## src/common/r5p_pkg.sv

```systemverilog
package r5p_pkg;

  ////////////////////////////////////////////////////////////
  // widths and constants
  ////////////////////////////////////////////////////////////

  localparam int unsigned XW  = 32;           // register width
  localparam int unsigned IAW = 32;           // program address width
  localparam int unsigned DAW = 32;           // data address width
  localparam int unsigned DSW = 4;            // data byte select width
  localparam int unsigned DWW = $clog2(DSW);  // byte offset bits inside a word
  localparam int unsigned GAW = 5;            // gpr index width

  localparam logic [IAW-1:0] PC0 = '0;  // reset vector

  ////////////////////////////////////////////////////////////
  // enumerations
  ////////////////////////////////////////////////////////////

  // rv32i major opcodes, only the ones this core runs
  typedef enum logic [6:0] {
    OPC_LUI    = 7'b0110111,
    OPC_AUIPC  = 7'b0010111,
    OPC_JAL    = 7'b1101111,
    OPC_JALR   = 7'b1100111,
    OPC_BRANCH = 7'b1100011,
    OPC_LOAD   = 7'b0000011,
    OPC_STORE  = 7'b0100011,
    OPC_OP_IMM = 7'b0010011,
    OPC_OP     = 7'b0110011
  } opc_t;

  typedef enum logic [1:0] {FETCH, EXEC, MEM, WB} ctl_state_t;

  // encoded as {funct7[5], funct3}, so decode is a plain cast
  typedef enum logic [3:0] {
    AO_ADD  = 4'b0000,
    AO_SUB  = 4'b1000,
    AO_SLL  = 4'b0001,
    AO_SLT  = 4'b0010,
    AO_SLTU = 4'b0011,
    AO_XOR  = 4'b0100,
    AO_SRL  = 4'b0101,
    AO_SRA  = 4'b1101,
    AO_OR   = 4'b0110,
    AO_AND  = 4'b0111
  } ao_t;

  // branch funct3 values, 3'b010 is free for none
  typedef enum logic [2:0] {
    BR_EQ   = 3'b000,
    BR_NE   = 3'b001,
    BR_NONE = 3'b010,
    BR_LT   = 3'b100,
    BR_GE   = 3'b101,
    BR_LTU  = 3'b110,
    BR_GEU  = 3'b111
  } br_t;

  typedef enum logic [1:0] {PC_PCI, PC_BRN, PC_JAL, PC_JALR} pc_t;
  typedef enum logic {A1_RS1, A1_PC} a1_t;
  typedef enum logic {A2_RS2, A2_IMM} a2_t;
  typedef enum logic [2:0] {WB_NONE, WB_ALU, WB_MEM, WB_PCI, WB_IMM} wb_t;
  typedef enum logic [1:0] {SZ_B = 2'b00, SZ_H = 2'b01, SZ_W = 2'b10} sz_t;  // = funct3[1:0]

  ////////////////////////////////////////////////////////////
  // decoded control
  ////////////////////////////////////////////////////////////

  typedef struct packed {
    logic en;  // memory access
    logic we;  // store
    sz_t  sz;
    logic sg;  // sign extend load
  } ls_ctl_t;

  typedef struct packed {
    logic [GAW-1:0] rs1;
    logic [GAW-1:0] rs2;
    logic [GAW-1:0] rd;
    logic           we;  // instruction writes rd
  } gpr_ctl_t;

  typedef struct packed {
    ao_t           ao;
    br_t           br;
    pc_t           pc;
    a1_t           a1;
    a2_t           a2;
    wb_t           wb;
    ls_ctl_t       ls;
    gpr_ctl_t      gpr;
    logic [XW-1:0] imm;
  } ctl_t;

  // immediate, format picked from the opcode
  function automatic logic [XW-1:0] imm32(input logic [XW-1:0] op);
    logic [XW-1:0] imm;
    case (opc_t'(op[6:0]))
      OPC_OP_IMM, OPC_LOAD, OPC_JALR:
        imm = {{20{op[31]}}, op[31:20]};                                 // I
      OPC_STORE:
        imm = {{20{op[31]}}, op[31:25], op[11:7]};                       // S
      OPC_BRANCH:
        imm = {{19{op[31]}}, op[31], op[7], op[30:25], op[11:8], 1'b0};  // B
      OPC_LUI, OPC_AUIPC:
        imm = {op[31:12], 12'h000};                                      // U
      OPC_JAL:
        imm = {{11{op[31]}}, op[31], op[19:12], op[20], op[30:21], 1'b0};
      default:
        imm = '0;
    endcase
    return imm;
  endfunction

  function automatic ctl_t dec(input logic [XW-1:0] op);
    ctl_t       c;
    logic [2:0] f3;
    f3 = op[14:12];
    // defaults give a nop
    c.ao  = AO_ADD;
    c.br  = BR_NONE;
    c.pc  = PC_PCI;
    c.a1  = A1_RS1;
    c.a2  = A2_RS2;
    c.wb  = WB_NONE;
    c.ls.en = 1'b0;
    c.ls.we = 1'b0;
    c.ls.sz = sz_t'(f3[1:0]);
    c.ls.sg = ~f3[2];  // lbu/lhu have funct3[2] set
    c.gpr.rs1 = op[19:15];
    c.gpr.rs2 = op[24:20];
    c.gpr.rd  = op[11:7];
    c.gpr.we  = 1'b0;
    c.imm = imm32(op);
    case (opc_t'(op[6:0]))
      OPC_LUI: begin
        c.wb = WB_IMM;
        c.gpr.we = 1'b1;
      end
      OPC_AUIPC: begin
        c.a1 = A1_PC;
        c.a2 = A2_IMM;
        c.wb = WB_ALU;
        c.gpr.we = 1'b1;
      end
      OPC_JAL: begin
        c.pc = PC_JAL;  // target = pc + imm out of the alu sum
        c.a1 = A1_PC;
        c.a2 = A2_IMM;
        c.wb = WB_PCI;
        c.gpr.we = 1'b1;
      end
      OPC_JALR: begin
        c.pc = PC_JALR;
        c.a2 = A2_IMM;
        c.wb = WB_PCI;
        c.gpr.we = 1'b1;
      end
      OPC_BRANCH: begin
        c.pc = PC_BRN;
        c.br = br_t'(f3);
      end
      OPC_LOAD: begin
        c.ls.en = 1'b1;
        c.a2 = A2_IMM;
        c.wb = WB_MEM;
        c.gpr.we = 1'b1;
      end
      OPC_STORE: begin
        c.ls.en = 1'b1;
        c.ls.we = 1'b1;
        c.a2 = A2_IMM;
      end
      OPC_OP_IMM: begin
        c.ao = ao_t'({(f3 == 3'b101) & op[30], f3});  // only srai uses bit 30
        c.a2 = A2_IMM;
        c.wb = WB_ALU;
        c.gpr.we = 1'b1;
      end
      OPC_OP: begin
        c.ao = ao_t'({op[30], f3});
        c.wb = WB_ALU;
        c.gpr.we = 1'b1;
      end
      default: ;  // unsupported, runs as nop
    endcase
    return c;
  endfunction

endpackage

```

## src/hw/r5p_alu.sv

```systemverilog
`timescale 1ns/1ns

module r5p_alu (
  input  r5p_pkg::ao_t             ao,
  input  logic [r5p_pkg::XW-1:0]   rs1,
  input  logic [r5p_pkg::XW-1:0]   rs2,
  output logic [r5p_pkg::XW-1:0]   rd,
  output logic [r5p_pkg::XW-1:0]   sum
);

  import r5p_pkg::*;

  logic [$clog2(XW)-1:0] sh;  // shift amount

  assign sh  = rs2[$clog2(XW)-1:0];
  assign sum = rs1 + rs2;  // also used for addresses and jalr

  always_comb begin
    case (ao)
      AO_ADD:  rd = sum;
      AO_SUB:  rd = rs1 - rs2;
      AO_SLL:  rd = rs1 << sh;
      AO_SLT:  rd = XW'($signed(rs1) < $signed(rs2));
      AO_SLTU: rd = XW'(rs1 < rs2);
      AO_XOR:  rd = rs1 ^ rs2;
      AO_SRL:  rd = rs1 >> sh;
      AO_SRA:  rd = $unsigned($signed(rs1) >>> sh);  // sign bits shifted in
      AO_OR:   rd = rs1 | rs2;
      AO_AND:  rd = rs1 & rs2;
      default: rd = sum;
    endcase
  end

endmodule

```

## src/hw/r5p_br.sv

```systemverilog
`timescale 1ns/1ns

module r5p_br (
  input  r5p_pkg::br_t             br,
  input  logic [r5p_pkg::XW-1:0]   rs1,
  input  logic [r5p_pkg::XW-1:0]   rs2,
  output logic                     tkn
);

  import r5p_pkg::*;

  logic eq;
  logic lts;  // signed less than
  logic ltu;  // unsigned less than

  assign eq  = (rs1 == rs2);
  assign lts = ($signed(rs1) < $signed(rs2));
  assign ltu = (rs1 < rs2);

  always_comb begin
    case (br)
      BR_EQ:   tkn = eq;
      BR_NE:   tkn = !eq;
      BR_LT:   tkn = lts;
      BR_GE:   tkn = !lts;
      BR_LTU:  tkn = ltu;
      BR_GEU:  tkn = !ltu;
      default: tkn = 1'b0;  // not a branch
    endcase
  end

endmodule

```

## src/hw/r5p_core.sv

```systemverilog
`timescale 1ns/1ns

module r5p_core (
  input  logic                         clk,
  input  logic                         rst,
  // program bus
  output logic                         if_req,
  output logic [r5p_pkg::IAW-1:0]      if_adr,
  input  logic [r5p_pkg::XW-1:0]       if_rdt,
  input  logic                         if_ack,
  // data bus
  output logic                         ls_req,
  output logic                         ls_wen,
  output logic [r5p_pkg::DAW-1:0]      ls_adr,
  output logic [r5p_pkg::DSW-1:0]      ls_sel,
  output logic [8*r5p_pkg::DSW-1:0]    ls_wdt,
  input  logic [8*r5p_pkg::DSW-1:0]    ls_rdt,
  input  logic                         ls_ack
);

  import r5p_pkg::*;

  logic [XW-1:0]  ir;       // instruction register
  ctl_t           ctl;      // decoded ir
  logic           ir_ld;
  logic           pc_upd;
  logic           gpr_we;
  logic [IAW-1:0] pc;
  logic [IAW-1:0] pci;      // pc + 4, also link value
  logic           tkn;
  logic [XW-1:0]  gpr_rs1;
  logic [XW-1:0]  gpr_rs2;
  logic [XW-1:0]  gpr_rd;
  logic [XW-1:0]  alu_rs1;
  logic [XW-1:0]  alu_rs2;
  logic [XW-1:0]  alu_rd;
  logic [XW-1:0]  alu_sum;
  logic [XW-1:0]  lsu_rdt;
  logic           ls_cap;   // load data capture

  ////////////////////////////////////////////////////////////
  // fetch and decode
  ////////////////////////////////////////////////////////////

  always_ff @(posedge clk, posedge rst) begin
    if (rst) begin
      ir <= '0;  // opcode 0 decodes as nop
    end else if (ir_ld) begin
      ir <= if_rdt;
    end
  end

  assign ctl    = dec(ir);
  assign if_adr = pc;
  assign ls_cap = ls_req && ls_ack && !ctl.ls.we;

  r5p_ctl r5p_ctl_inst (
    .clk    (clk),
    .rst    (rst),
    .if_ack (if_ack),
    .ls_ack (ls_ack),
    .ls     (ctl.ls),
    .if_req (if_req),
    .ls_req (ls_req),
    .pc_upd (pc_upd),
    .gpr_we (gpr_we),
    .ir_ld  (ir_ld)
  );

  r5p_pc r5p_pc_inst (
    .clk     (clk),
    .rst     (rst),
    .pc_upd  (pc_upd),
    .kind    (ctl.pc),
    .tkn     (tkn),
    .imm     (ctl.imm),
    .alu_sum (alu_sum),
    .pc      (pc),
    .pci     (pci)
  );

  ////////////////////////////////////////////////////////////
  // execute
  ////////////////////////////////////////////////////////////

  r5p_gpr r5p_gpr_inst (
    .clk   (clk),
    .rst   (rst),
    .ctl   (ctl.gpr),
    .we    (gpr_we),
    .d_rd  (gpr_rd),
    .d_rs1 (gpr_rs1),
    .d_rs2 (gpr_rs2)
  );

  // operand muxes
  assign alu_rs1 = (ctl.a1 == A1_PC) ? XW'(pc) : gpr_rs1;  // pc for auipc and jal
  assign alu_rs2 = (ctl.a2 == A2_IMM) ? ctl.imm : gpr_rs2;

  r5p_alu r5p_alu_inst (
    .ao  (ctl.ao),
    .rs1 (alu_rs1),
    .rs2 (alu_rs2),
    .rd  (alu_rd),
    .sum (alu_sum)
  );

  r5p_br r5p_br_inst (
    .br  (ctl.br),
    .rs1 (gpr_rs1),
    .rs2 (gpr_rs2),
    .tkn (tkn)
  );

  r5p_lsu r5p_lsu_inst (
    .clk    (clk),
    .rst    (rst),
    .ls     (ctl.ls),
    .cap    (ls_cap),
    .adr_t  (alu_sum),   // rs1 + imm
    .wdt_t  (gpr_rs2),
    .ls_rdt (ls_rdt),
    .ls_wen (ls_wen),
    .ls_adr (ls_adr),
    .ls_sel (ls_sel),
    .ls_wdt (ls_wdt),
    .rdt    (lsu_rdt)
  );

  ////////////////////////////////////////////////////////////
  // write back
  ////////////////////////////////////////////////////////////

  always_comb begin
    case (ctl.wb)
      WB_ALU:  gpr_rd = alu_rd;
      WB_MEM:  gpr_rd = lsu_rdt;
      WB_PCI:  gpr_rd = XW'(pci);  // jal/jalr link
      WB_IMM:  gpr_rd = ctl.imm;   // lui, U immediate
      default: gpr_rd = '0;
    endcase
  end

endmodule

```

## src/hw/r5p_ctl.sv

```systemverilog
`timescale 1ns/1ns

module r5p_ctl (
  input  logic              clk,
  input  logic              rst,
  input  logic              if_ack,
  input  logic              ls_ack,
  input  r5p_pkg::ls_ctl_t  ls,
  output logic              if_req,
  output logic              ls_req,
  output logic              pc_upd,
  output logic              gpr_we,
  output logic              ir_ld
);

  import r5p_pkg::*;

  ctl_state_t state;
  ctl_state_t state_nxt;
  logic       run;  // low for the first cycle out of reset

  always_ff @(posedge clk, posedge rst) begin
    if (rst) begin
      run   <= 1'b0;
      state <= FETCH;
    end else begin
      run   <= 1'b1;
      state <= state_nxt;
    end
  end

  always_comb begin
    state_nxt = state;  // hold while waiting on an ack
    case (state)
      FETCH: if (if_req && if_ack) state_nxt = EXEC;
      EXEC:  state_nxt = ls.en ? MEM : FETCH;
      MEM:   if (ls_ack) state_nxt = ls.we ? FETCH : WB;
      WB:    state_nxt = FETCH;
      default: state_nxt = FETCH;
    endcase
  end

  ////////////////////////////////////////////////////////////
  // strobes
  ////////////////////////////////////////////////////////////

  assign if_req = run && (state == FETCH);
  assign ls_req = (state == MEM);
  assign ir_ld  = if_req && if_ack;

  // instruction done: alu op in exec, store on ack, load after wb
  assign pc_upd = ((state == EXEC) && !ls.en)
               || ((state == MEM) && ls_ack && ls.we)
               || (state == WB);

  assign gpr_we = ((state == EXEC) && !ls.en) || (state == WB);  // gated by rd request in gpr

endmodule

```

## src/hw/r5p_gpr.sv

```systemverilog
`timescale 1ns/1ns

module r5p_gpr (
  input  logic                     clk,
  input  logic                     rst,
  input  r5p_pkg::gpr_ctl_t        ctl,
  input  logic                     we,
  input  logic [r5p_pkg::XW-1:0]   d_rd,
  output logic [r5p_pkg::XW-1:0]   d_rs1,
  output logic [r5p_pkg::XW-1:0]   d_rs2
);

  import r5p_pkg::*;

  logic [XW-1:0] x [1:2**GAW-1];  // x0 not stored

  always_ff @(posedge clk, posedge rst) begin
    if (rst) begin
      for (int i = 1; i < 2**GAW; i++) begin
        x[i] <= '0;
      end
    end else if (we && ctl.we && (ctl.rd != '0)) begin
      x[ctl.rd] <= d_rd;
    end
  end

  // async read, x0 reads zero
  assign d_rs1 = (ctl.rs1 == '0) ? '0 : x[ctl.rs1];
  assign d_rs2 = (ctl.rs2 == '0) ? '0 : x[ctl.rs2];

endmodule

```

## src/hw/r5p_lsu.sv

```systemverilog
`timescale 1ns/1ns

module r5p_lsu (
  input  logic                         clk,
  input  logic                         rst,
  input  r5p_pkg::ls_ctl_t             ls,
  input  logic                         cap,     // load ack
  input  logic [r5p_pkg::XW-1:0]       adr_t,   // byte address from alu sum
  input  logic [r5p_pkg::XW-1:0]       wdt_t,   // rs2 store value
  input  logic [8*r5p_pkg::DSW-1:0]    ls_rdt,
  output logic                         ls_wen,
  output logic [r5p_pkg::DAW-1:0]      ls_adr,
  output logic [r5p_pkg::DSW-1:0]      ls_sel,
  output logic [8*r5p_pkg::DSW-1:0]    ls_wdt,
  output logic [r5p_pkg::XW-1:0]       rdt      // extended load data for wb
);

  import r5p_pkg::*;

  logic [DWW-1:0]   off;  // byte offset in word
  logic [8*DSW-1:0] tmp;  // read word shifted down
  logic [XW-1:0]    ext;

  assign off    = adr_t[DWW-1:0];
  assign ls_wen = ls.we;
  assign ls_adr = {adr_t[DAW-1:DWW], DWW'(0)};  // word aligned

  ////////////////////////////////////////////////////////////
  // store path
  ////////////////////////////////////////////////////////////

  always_comb begin
    case (ls.sz)
      SZ_B: begin
        ls_sel = DSW'(4'b0001) << off;
        ls_wdt = (wdt_t & 32'h0000_00ff) << {off, 3'b000};
      end
      SZ_H: begin
        ls_sel = DSW'(4'b0011) << off;
        ls_wdt = (wdt_t & 32'h0000_ffff) << {off, 3'b000};
      end
      default: begin  // word, offset always zero
        ls_sel = '1;
        ls_wdt = wdt_t;
      end
    endcase
  end

  ////////////////////////////////////////////////////////////
  // load path
  ////////////////////////////////////////////////////////////

  assign tmp = ls_rdt >> {off, 3'b000};  // addressed byte to lane 0

  always_comb begin
    case (ls.sz)
      SZ_B:    ext = ls.sg ? {{24{tmp[7]}}, tmp[7:0]} : {24'h0, tmp[7:0]};
      SZ_H:    ext = ls.sg ? {{16{tmp[15]}}, tmp[15:0]} : {16'h0, tmp[15:0]};
      default: ext = tmp;
    endcase
  end

  // held for the wb cycle
  always_ff @(posedge clk, posedge rst) begin
    if (rst) begin
      rdt <= '0;
    end else if (cap) begin
      rdt <= ext;
    end
  end

endmodule

```

## src/hw/r5p_pc.sv

```systemverilog
`timescale 1ns/1ns

module r5p_pc (
  input  logic                      clk,
  input  logic                      rst,
  input  logic                      pc_upd,
  input  r5p_pkg::pc_t              kind,
  input  logic                      tkn,
  input  logic [r5p_pkg::XW-1:0]    imm,
  input  logic [r5p_pkg::XW-1:0]    alu_sum,
  output logic [r5p_pkg::IAW-1:0]   pc,
  output logic [r5p_pkg::IAW-1:0]   pci
);

  import r5p_pkg::*;

  logic [IAW-1:0] pcb;  // branch target
  logic [IAW-1:0] pcn;  // next pc

  assign pci = pc + IAW'(4);
  assign pcb = pc + IAW'(imm);

  always_comb begin
    case (kind)
      PC_PCI:          pcn = pci;
      PC_BRN:          pcn = tkn ? pcb : pci;
      PC_JAL, PC_JALR: pcn = {alu_sum[IAW-1:1], 1'b0};  // lsb cleared as jalr demands
      default:         pcn = pci;
    endcase
  end

  always_ff @(posedge clk, posedge rst) begin
    if (rst) begin
      pc <= PC0;
    end else if (pc_upd) begin
      pc <= pcn;
    end
  end

endmodule

```

## config.mk

```make
export PLATFORM = sky130hd
export DESIGN_NAME = r5p_core
export DESIGN_NICKNAME = d
export VERILOG_FILES = /design/src/common/r5p_pkg.sv /design/src/hw/r5p_alu.sv /design/src/hw/r5p_br.sv /design/src/hw/r5p_core.sv /design/src/hw/r5p_ctl.sv /design/src/hw/r5p_gpr.sv /design/src/hw/r5p_lsu.sv /design/src/hw/r5p_pc.sv
export SDC_FILE = /design/constraint.sdc
export NUM_CORES = 2
export LEC_CHECK = 0
export BUFFER_PORTS_ARGS = -buffer_cell sky130_fd_sc_hd__clkbuf_2
export CAP_MARGIN = 0
export CORE_MARGIN = 2
export CORE_UTILIZATION = 40
export DETAILED_ROUTE_END_ITERATION = 8
export SETUP_SLACK_MARGIN = 0.05
export SYNTH_ARGS = -nofsm -noshare
export SYNTH_HDL_FRONTEND = slang
export SYNTH_SLANG_ARGS = --single-unit
export TNS_END_PERCENT = 1
```

## constraint.sdc

```tcl
create_clock -name clk -period 90.3 [get_ports clk]
set_input_delay 18.06 -clock clk [delete_from_list [all_inputs] [get_ports clk]]
set_output_delay 18.06 -clock clk [all_outputs]
set_load 0.02 [all_outputs]
```

* Word-level counts from Yosys, hierarchy flattened
Cells that the tools add are included.
Operators by class: magnitude comparators 8, equality and inequality tests 38, reduce and logical (&&, ||, !) cells 34, add/sub/neg operators 4, shift-type cells 8, bitwise operators 7, muxes and demuxes 38
Operators with widths (count):
- $bwmux W992 | 1
- $mux W32 | 12
- $bmux W32 S5 | 2
- $pmux W32 S9 | 1
- $demux W32 S5 | 1
- $pmux W32 S5 | 1
- $lt A32 B32 Y1 | 4
- $pmux W32 S2 | 2
- $pmux W32 S4 | 1
- $pmux W32 S3 | 1
- $add A32 B32 Y32 | 2
- $shr A32 B5 Y32 | 2
- $add A32 B3 Y32 const B | 1
- $and A32 B32 Y32 | 1
- $eq A32 B32 Y1 | 1
- $or A32 B32 Y32 | 1
- $shl A16 B5 Y32 | 1
- $shl A32 B5 Y32 | 1
- $shl A8 B5 Y32 | 1
- $sshr A32 B5 Y32 | 1
- $sub A32 B32 Y32 | 1
- $xor A32 B32 Y32 | 1
- $eq A7 B6 Y1 const B | 3
- $eq A7 B7 Y1 const B | 3
- 39 further kinds | 91
Word-level totals: register bits after elaboration 1091

* Logic depth before layout (Yosys ltp)
depth in word-level cells 10, mapped depth 30

* Hierarchy
Synthesis repeated with hierarchy kept, for this count alone.
Second synthesis, totals: cell total of the unflattened synthesis 6209, area total of the unflattened synthesis 72714.7 um2
Modules (own cells, without submodules):
- r5p_gpr | cells an instance 3568, times used 1, seq. area each 24823.8 um2, area an instance 53057.1 um2
- r5p_alu | cells an instance 1299, times used 1, seq. area each 0.0 um2, area an instance 8819.7 um2
- r5p_pc | cells an instance 530, times used 1, seq. area each 800.8 um2, area an instance 4001.3 um2
- r5p_core | cells an instance 360, times used 1, seq. area each 800.8 um2, area an instance 3133.0 um2
- r5p_lsu | cells an instance 315, times used 1, seq. area each 800.8 um2, area an instance 2675.1 um2
- r5p_br | cells an instance 120, times used 1, seq. area each 0.0 um2, area an instance 864.6 um2
- r5p_ctl | cells an instance 17, times used 1, seq. area each 75.1 um2, area an instance 163.9 um2

* Worst setup path before layout
OpenSTA, ideal clock, no wires.
path type reg-to-output, start register ir[20], end output port ls_adr[26] in the netlist's numbering, arrival 5.980 ns, cell stages (with the launch flop) 22, slack 66.260 ns, cell sequence dfrtp_1 > buf_4 > buf_6 > buf_4 > buf_2 > buf_2 > buf_2 > buf_1 > buf_2 > mux4_2 > mux4_2 > mux2i_1 > nand2_1 > o21a_1 > ha_1 > inv_1 > nor4_1 > nand2_1 > a211o_1 > a311oi_1 > a211oi_1 > xnor2_1
On the way: longest elaborated chain between the ends 7, elaborated cells between the ends (all ways) 9, classes of those cells add/sub: 1; mux: 6; bitwise: 1; reduce/logical: 1
RTL lines:
- start: declaration | RTL line r5p_core.sv:23 | logic [XW-1:0] ir;
- start signal: assignment | RTL line r5p_core.sv:49 | ir <= if_rdt;
- $not A5 Y6 (not written as such) | RTL line r5p_gpr.sv:29 | assign d_rs2 = (ctl.rs2 == '0) ? '0 : x[ctl.rs2];
- $bmux W32 S5 | RTL line r5p_gpr.sv:29
- $mux W32 (not written as such) (2 in series) | RTL line r5p_gpr.sv:29
- $mux W32 | RTL line r5p_gpr.sv:29
- $mux W32 * | RTL line r5p_core.sv:98 | assign alu_rs2 = (ctl.a2 == A2_IMM) ? ctl.imm : gpr_rs2;
- $add A32 B32 Y32 * | RTL line r5p_alu.sv:16 | assign sum = rs1 + rs2;
- end: declaration | RTL line r5p_core.sv:14 | output logic [r5p_pkg::DAW-1:0] ls_adr,
Mark *: on every way between the ends. The rest lies on a longest branch, timed or not. The select of a mux whose other input is x is not followed.

* Worst setup path in the final report
start register ir[16], end output port ls_adr[29] in the netlist's numbering
On the way: longest elaborated chain between the ends 7, elaborated cells between the ends (all ways) 10, classes of those cells add/sub: 1; mux: 7; bitwise: 1; reduce/logical: 1
RTL lines:
- $not A5 Y6 (not written as such) | RTL line r5p_gpr.sv:28 | assign d_rs1 = (ctl.rs1 == '0) ? '0 : x[ctl.rs1];
- $bmux W32 S5 | RTL line r5p_gpr.sv:28
- $mux W32 (not written as such) (2 in series) | RTL line r5p_gpr.sv:28
- $mux W32 | RTL line r5p_gpr.sv:28
- $mux W32 | RTL line r5p_core.sv:97 | assign alu_rs1 = (ctl.a1 == A1_PC) ? XW'(pc) : gpr_rs1;
- $add A32 B32 Y32 * | RTL line r5p_alu.sv:16
Marks and branches as above.

==> flow_metrics.tcl <==
set metrics [dict create \
    status "complete, no violations" \
    crit_type "flip-flop to output port" \
    fin_setup_tns_ns 0 \
    clock_path_buffers 3 \
    vias 61421 \
    arrival_ns 9.61 \
    cts_buffers 120 \
    drv_cap 0 \
    ant_nets 0 \
    fin_crit_sh_pct 30.64 \
    drv_slew 0 \
    p_sw_share_pct 53.65 \
    syn_inst 6983 \
    drc 0 \
    dp_hpwl_um 214600 \
    dr_wl_met3_um 28770 \
    p_clk_share_pct 17.8 \
    power_density_nw_per_um2 40.01 \
    overflow 0 \
    post_cts_resized 0 \
    gp_congestion 1.029 \
    power.internal_uw 1467 \
    yosys_warnings 0 \
    layout.nets 7088 \
    clk_latency_ns 0.82 \
    seq_power_share_pct 18.5 \
    layout_commonest_cell "dfrtp_1" \
    die_h_um 426.2 \
    slowest_delay_ns 0.86 \
    htree_levels 3 \
    power_switching_uw 1698 \
    required_ns 72.24 \
    end_kind "output port" \
    critPathTopFamily "buffers and inverters" \
    ys_types 106 \
    route.top_layer_used "met5" \
    ctsHoldBuffers 0 \
    rsz0062_at_grt "no" \
    clock_skew_ns 0.07584 \
    comb_power_share_pct 63.7 \
    ir_drop_mv 0.05560 \
    wl_um 316700 \
    setup_viol 0 \
    io_buffers 168 \
    antenna_found_initial 29 \
    dr.pass1.iters 7 \
    worstMarginPinSlew_ns 1.397 \
    ys_ff_latch 1091 \
    cts_root_buffer "clkbuf_16" \
    drive_gt1_share_pct 22.95 \
    async_flop_share_pct 100.0 \
    path_max_fanout 100 \
    ys_seq_area_share_pct 38.30 \
    synthFlopType "dfrtp_1" \
    grt_pass1_vias 58924 \
    syn_avg_cell_area_um2 10.21 \
    core_area_um2 176700 \
    grt_max_degree 177 \
    floorplan.initialDensity_pct 40.35 \
    netlist_area_um2 71290 \
    area_growth_pct 10.97 \
    vias_per_cell 6.594 \
    layout_common_cells "1,083 x dfrtp_1, 838 x nand2_1, 624 x o21ai_0" \
    hold_viol_final 0 \
    die-area_um2 181600 \
    post-place-cells 9074 \
    crit_buf_inv 5 \
    wl_per_cell_um 34.00 \
    fin_cells 9315 \
    gr-usage-all-layers_pct 34.29 \
    wl_met1_um 126400 \
    die_w_um 426.2 \
    synth_edf_count 0 \
    startpoint_type "flip-flop" \
    path_cells "buf_4 > buf_12 > buf_4 > mux2_1 > a221o_1 > a21oi_1 > nor4_1 > mux2i_1 > inv_1 > ha_1 > or4_1 > a31oi_1 > o31a_1 > a311o_1 > a211oi_1 > o31ai_1 > a21oi_1 > xnor2_1 > clkbuf_2" \
    leakage_uw 0.03571 \
    ios 171 \
    wl_met2_um 140700 \
    max_clock_freq_mhz 36.15 \
    path_clk_slew_ns 0.07 \
    cts_tree "built" \
    relSlewSlack_pct 6.334 \
    layout_min_cycle_time_ns 27.67 \
    rows 154 \
    dr.first_iter.drc_count 7651 \
    grt_pass1_wl_um 448900 \
    hold_class "flip-flop to flip-flop" \
    clock-sinks 1091 \
    crit_slowest_cell "dfrtp_4" \
    cts_setup_buffers 0 \
]
-- path summary, 6_finish.rpt --
path / startpoint / slack [ns] / depth (start not counted) / end
min in group asynchronous: rst / 17.41 / 2 / r5p_gpr_inst.x[755]
worst min-delay path: r5p_lsu_inst.rdt[2] / 0.49 / 2 / r5p_lsu_inst.rdt[2]
max in group asynchronous: rst / 69.53 / 5 / r5p_pc_inst.pc[25]
worst max register to register: ir[16] / 79.99 / 23 / r5p_gpr_inst.x[864]
worst min register to register: r5p_lsu_inst.rdt[2] / 0.49 / 2 / r5p_lsu_inst.rdt[2]
worst max-delay path: ir[16] / 62.63 / 19 / ls_adr[29]
-- final cells by class --
class	count	area (um^2)
Clock inverter	78	1195
Inverter	139	536.8
Fill cell	16603	97580
Antenna cell	13	32.53
Tap cell	2340	2928
Multi-Input combinational cell	5118	41190
Clock buffer	150	3347
Timing Repair Buffer	386	2552
Sequential cell	1091	27330
-- metal layers --
metal | GRT usage [%] | vias to the layer above
met5 | 0 | -
li1 | - | 25694
met1 | 45.28 | 31484
met3 | 7.215 | 797
met2 | 52.08 | 3436
met4 | 19.96 | 10
-- synth_stat cells, drive strengths merged (133+ instances only) --
| cell | number | area [um^2] |
|---|---|---|
| ha | 161 | 2014 |
| nor2 | 253 | 957.2 |
| mux2 | 511 | 5758 |
| o21ai | 775 | 3879 |
| mux4 | 315 | 7094 |
| buf | 243 | 1474 |
| a21oi | 348 | 1742 |
| mux2i | 631 | 6340 |
| a22oi | 215 | 1619 |
| dfrtp | 1091 | 27300 |
| inv | 133 | 499.2 |
| clkbuf | 393 | 1476 |
| nand2 | 871 | 3272 |
-- power by group through the flow --
stage	clock (uW)	combinational, uW	sequential, uW
detailed placement	0	1950	591
floorplan	0	1230	547
CTS	570	1960	582
global route	590	2090	586
global placement	0	1960	591
finish	564	2010	586
-- worst register-to-register path: stages, from the launching register on --
cell	delay [ns]
dfrtp_4	0.86
buf_4	0.76
buf_12	0.65
buf_4	0.94
mux2_2	0.34
a221o_1	0.14
a21oi_1	0.06
nor4_1	0.86
mux2i_1	0.42
ha_1	0.36
fa_1	0.48
nor2b_1	0.21
o211ai_1	0.15
a311oi_1	0.54
nor4_1	0.11
buf_4	0.18
nor4_1	0.40
o311ai_1	0.26
o21ai_0	0.57
nor4bb_1	0.48
a2111oi_2	0.23
a211o_1	0.35
o21ai_2	0.49
o21ai_0	0.30
-- flip-flops by register name (all words and copies together) (netlist names) --
signal and cells:
r5p_pc_inst.pc 32, r5p_ctl_inst.state 2, r5p_gpr_inst.x 992, ir 32, r5p_lsu_inst.rdt 32, r5p_ctl_inst.run 1
-- kinds of logic (layout without fill, tap and decap cells) --
family	after synthesis	after routing	synth area share, %
buffers and inverters	775	753	4.877
xor gates and xnor gates	96	96	1.179
other	2	16	0.01053
AOI/OAI and AO/OA	1920	1920	16.82
and+or+nand+nor	1478	1478	8.989
DFF	1091	1091	38.30
adders and majority gates	164	164	2.910
muxes	1457	1457	26.92
-- through the flow --
stage | setup slack (ns) | hold WS, ns | util (%) | total power (uW) | cell area [um^2]
floorplan | 41.52 | 0.4463 | - | 1777 | 71290
global placement | 63.73 | 0.4684 | 42.18 | 2548 | 74540
detailed placement | 63.59 | 0.4694 | 42.18 | 2542 | 74540
CTS | 62.78 | 0.4891 | 44.75 | 3110 | 79080
global route | 62.37 | 0.5031 | 44.77 | 3261 | 79100
finish | 62.63 | 0.4879 | 44.77 | 3165 | 79110
Power figures use the tool's default switching activity.
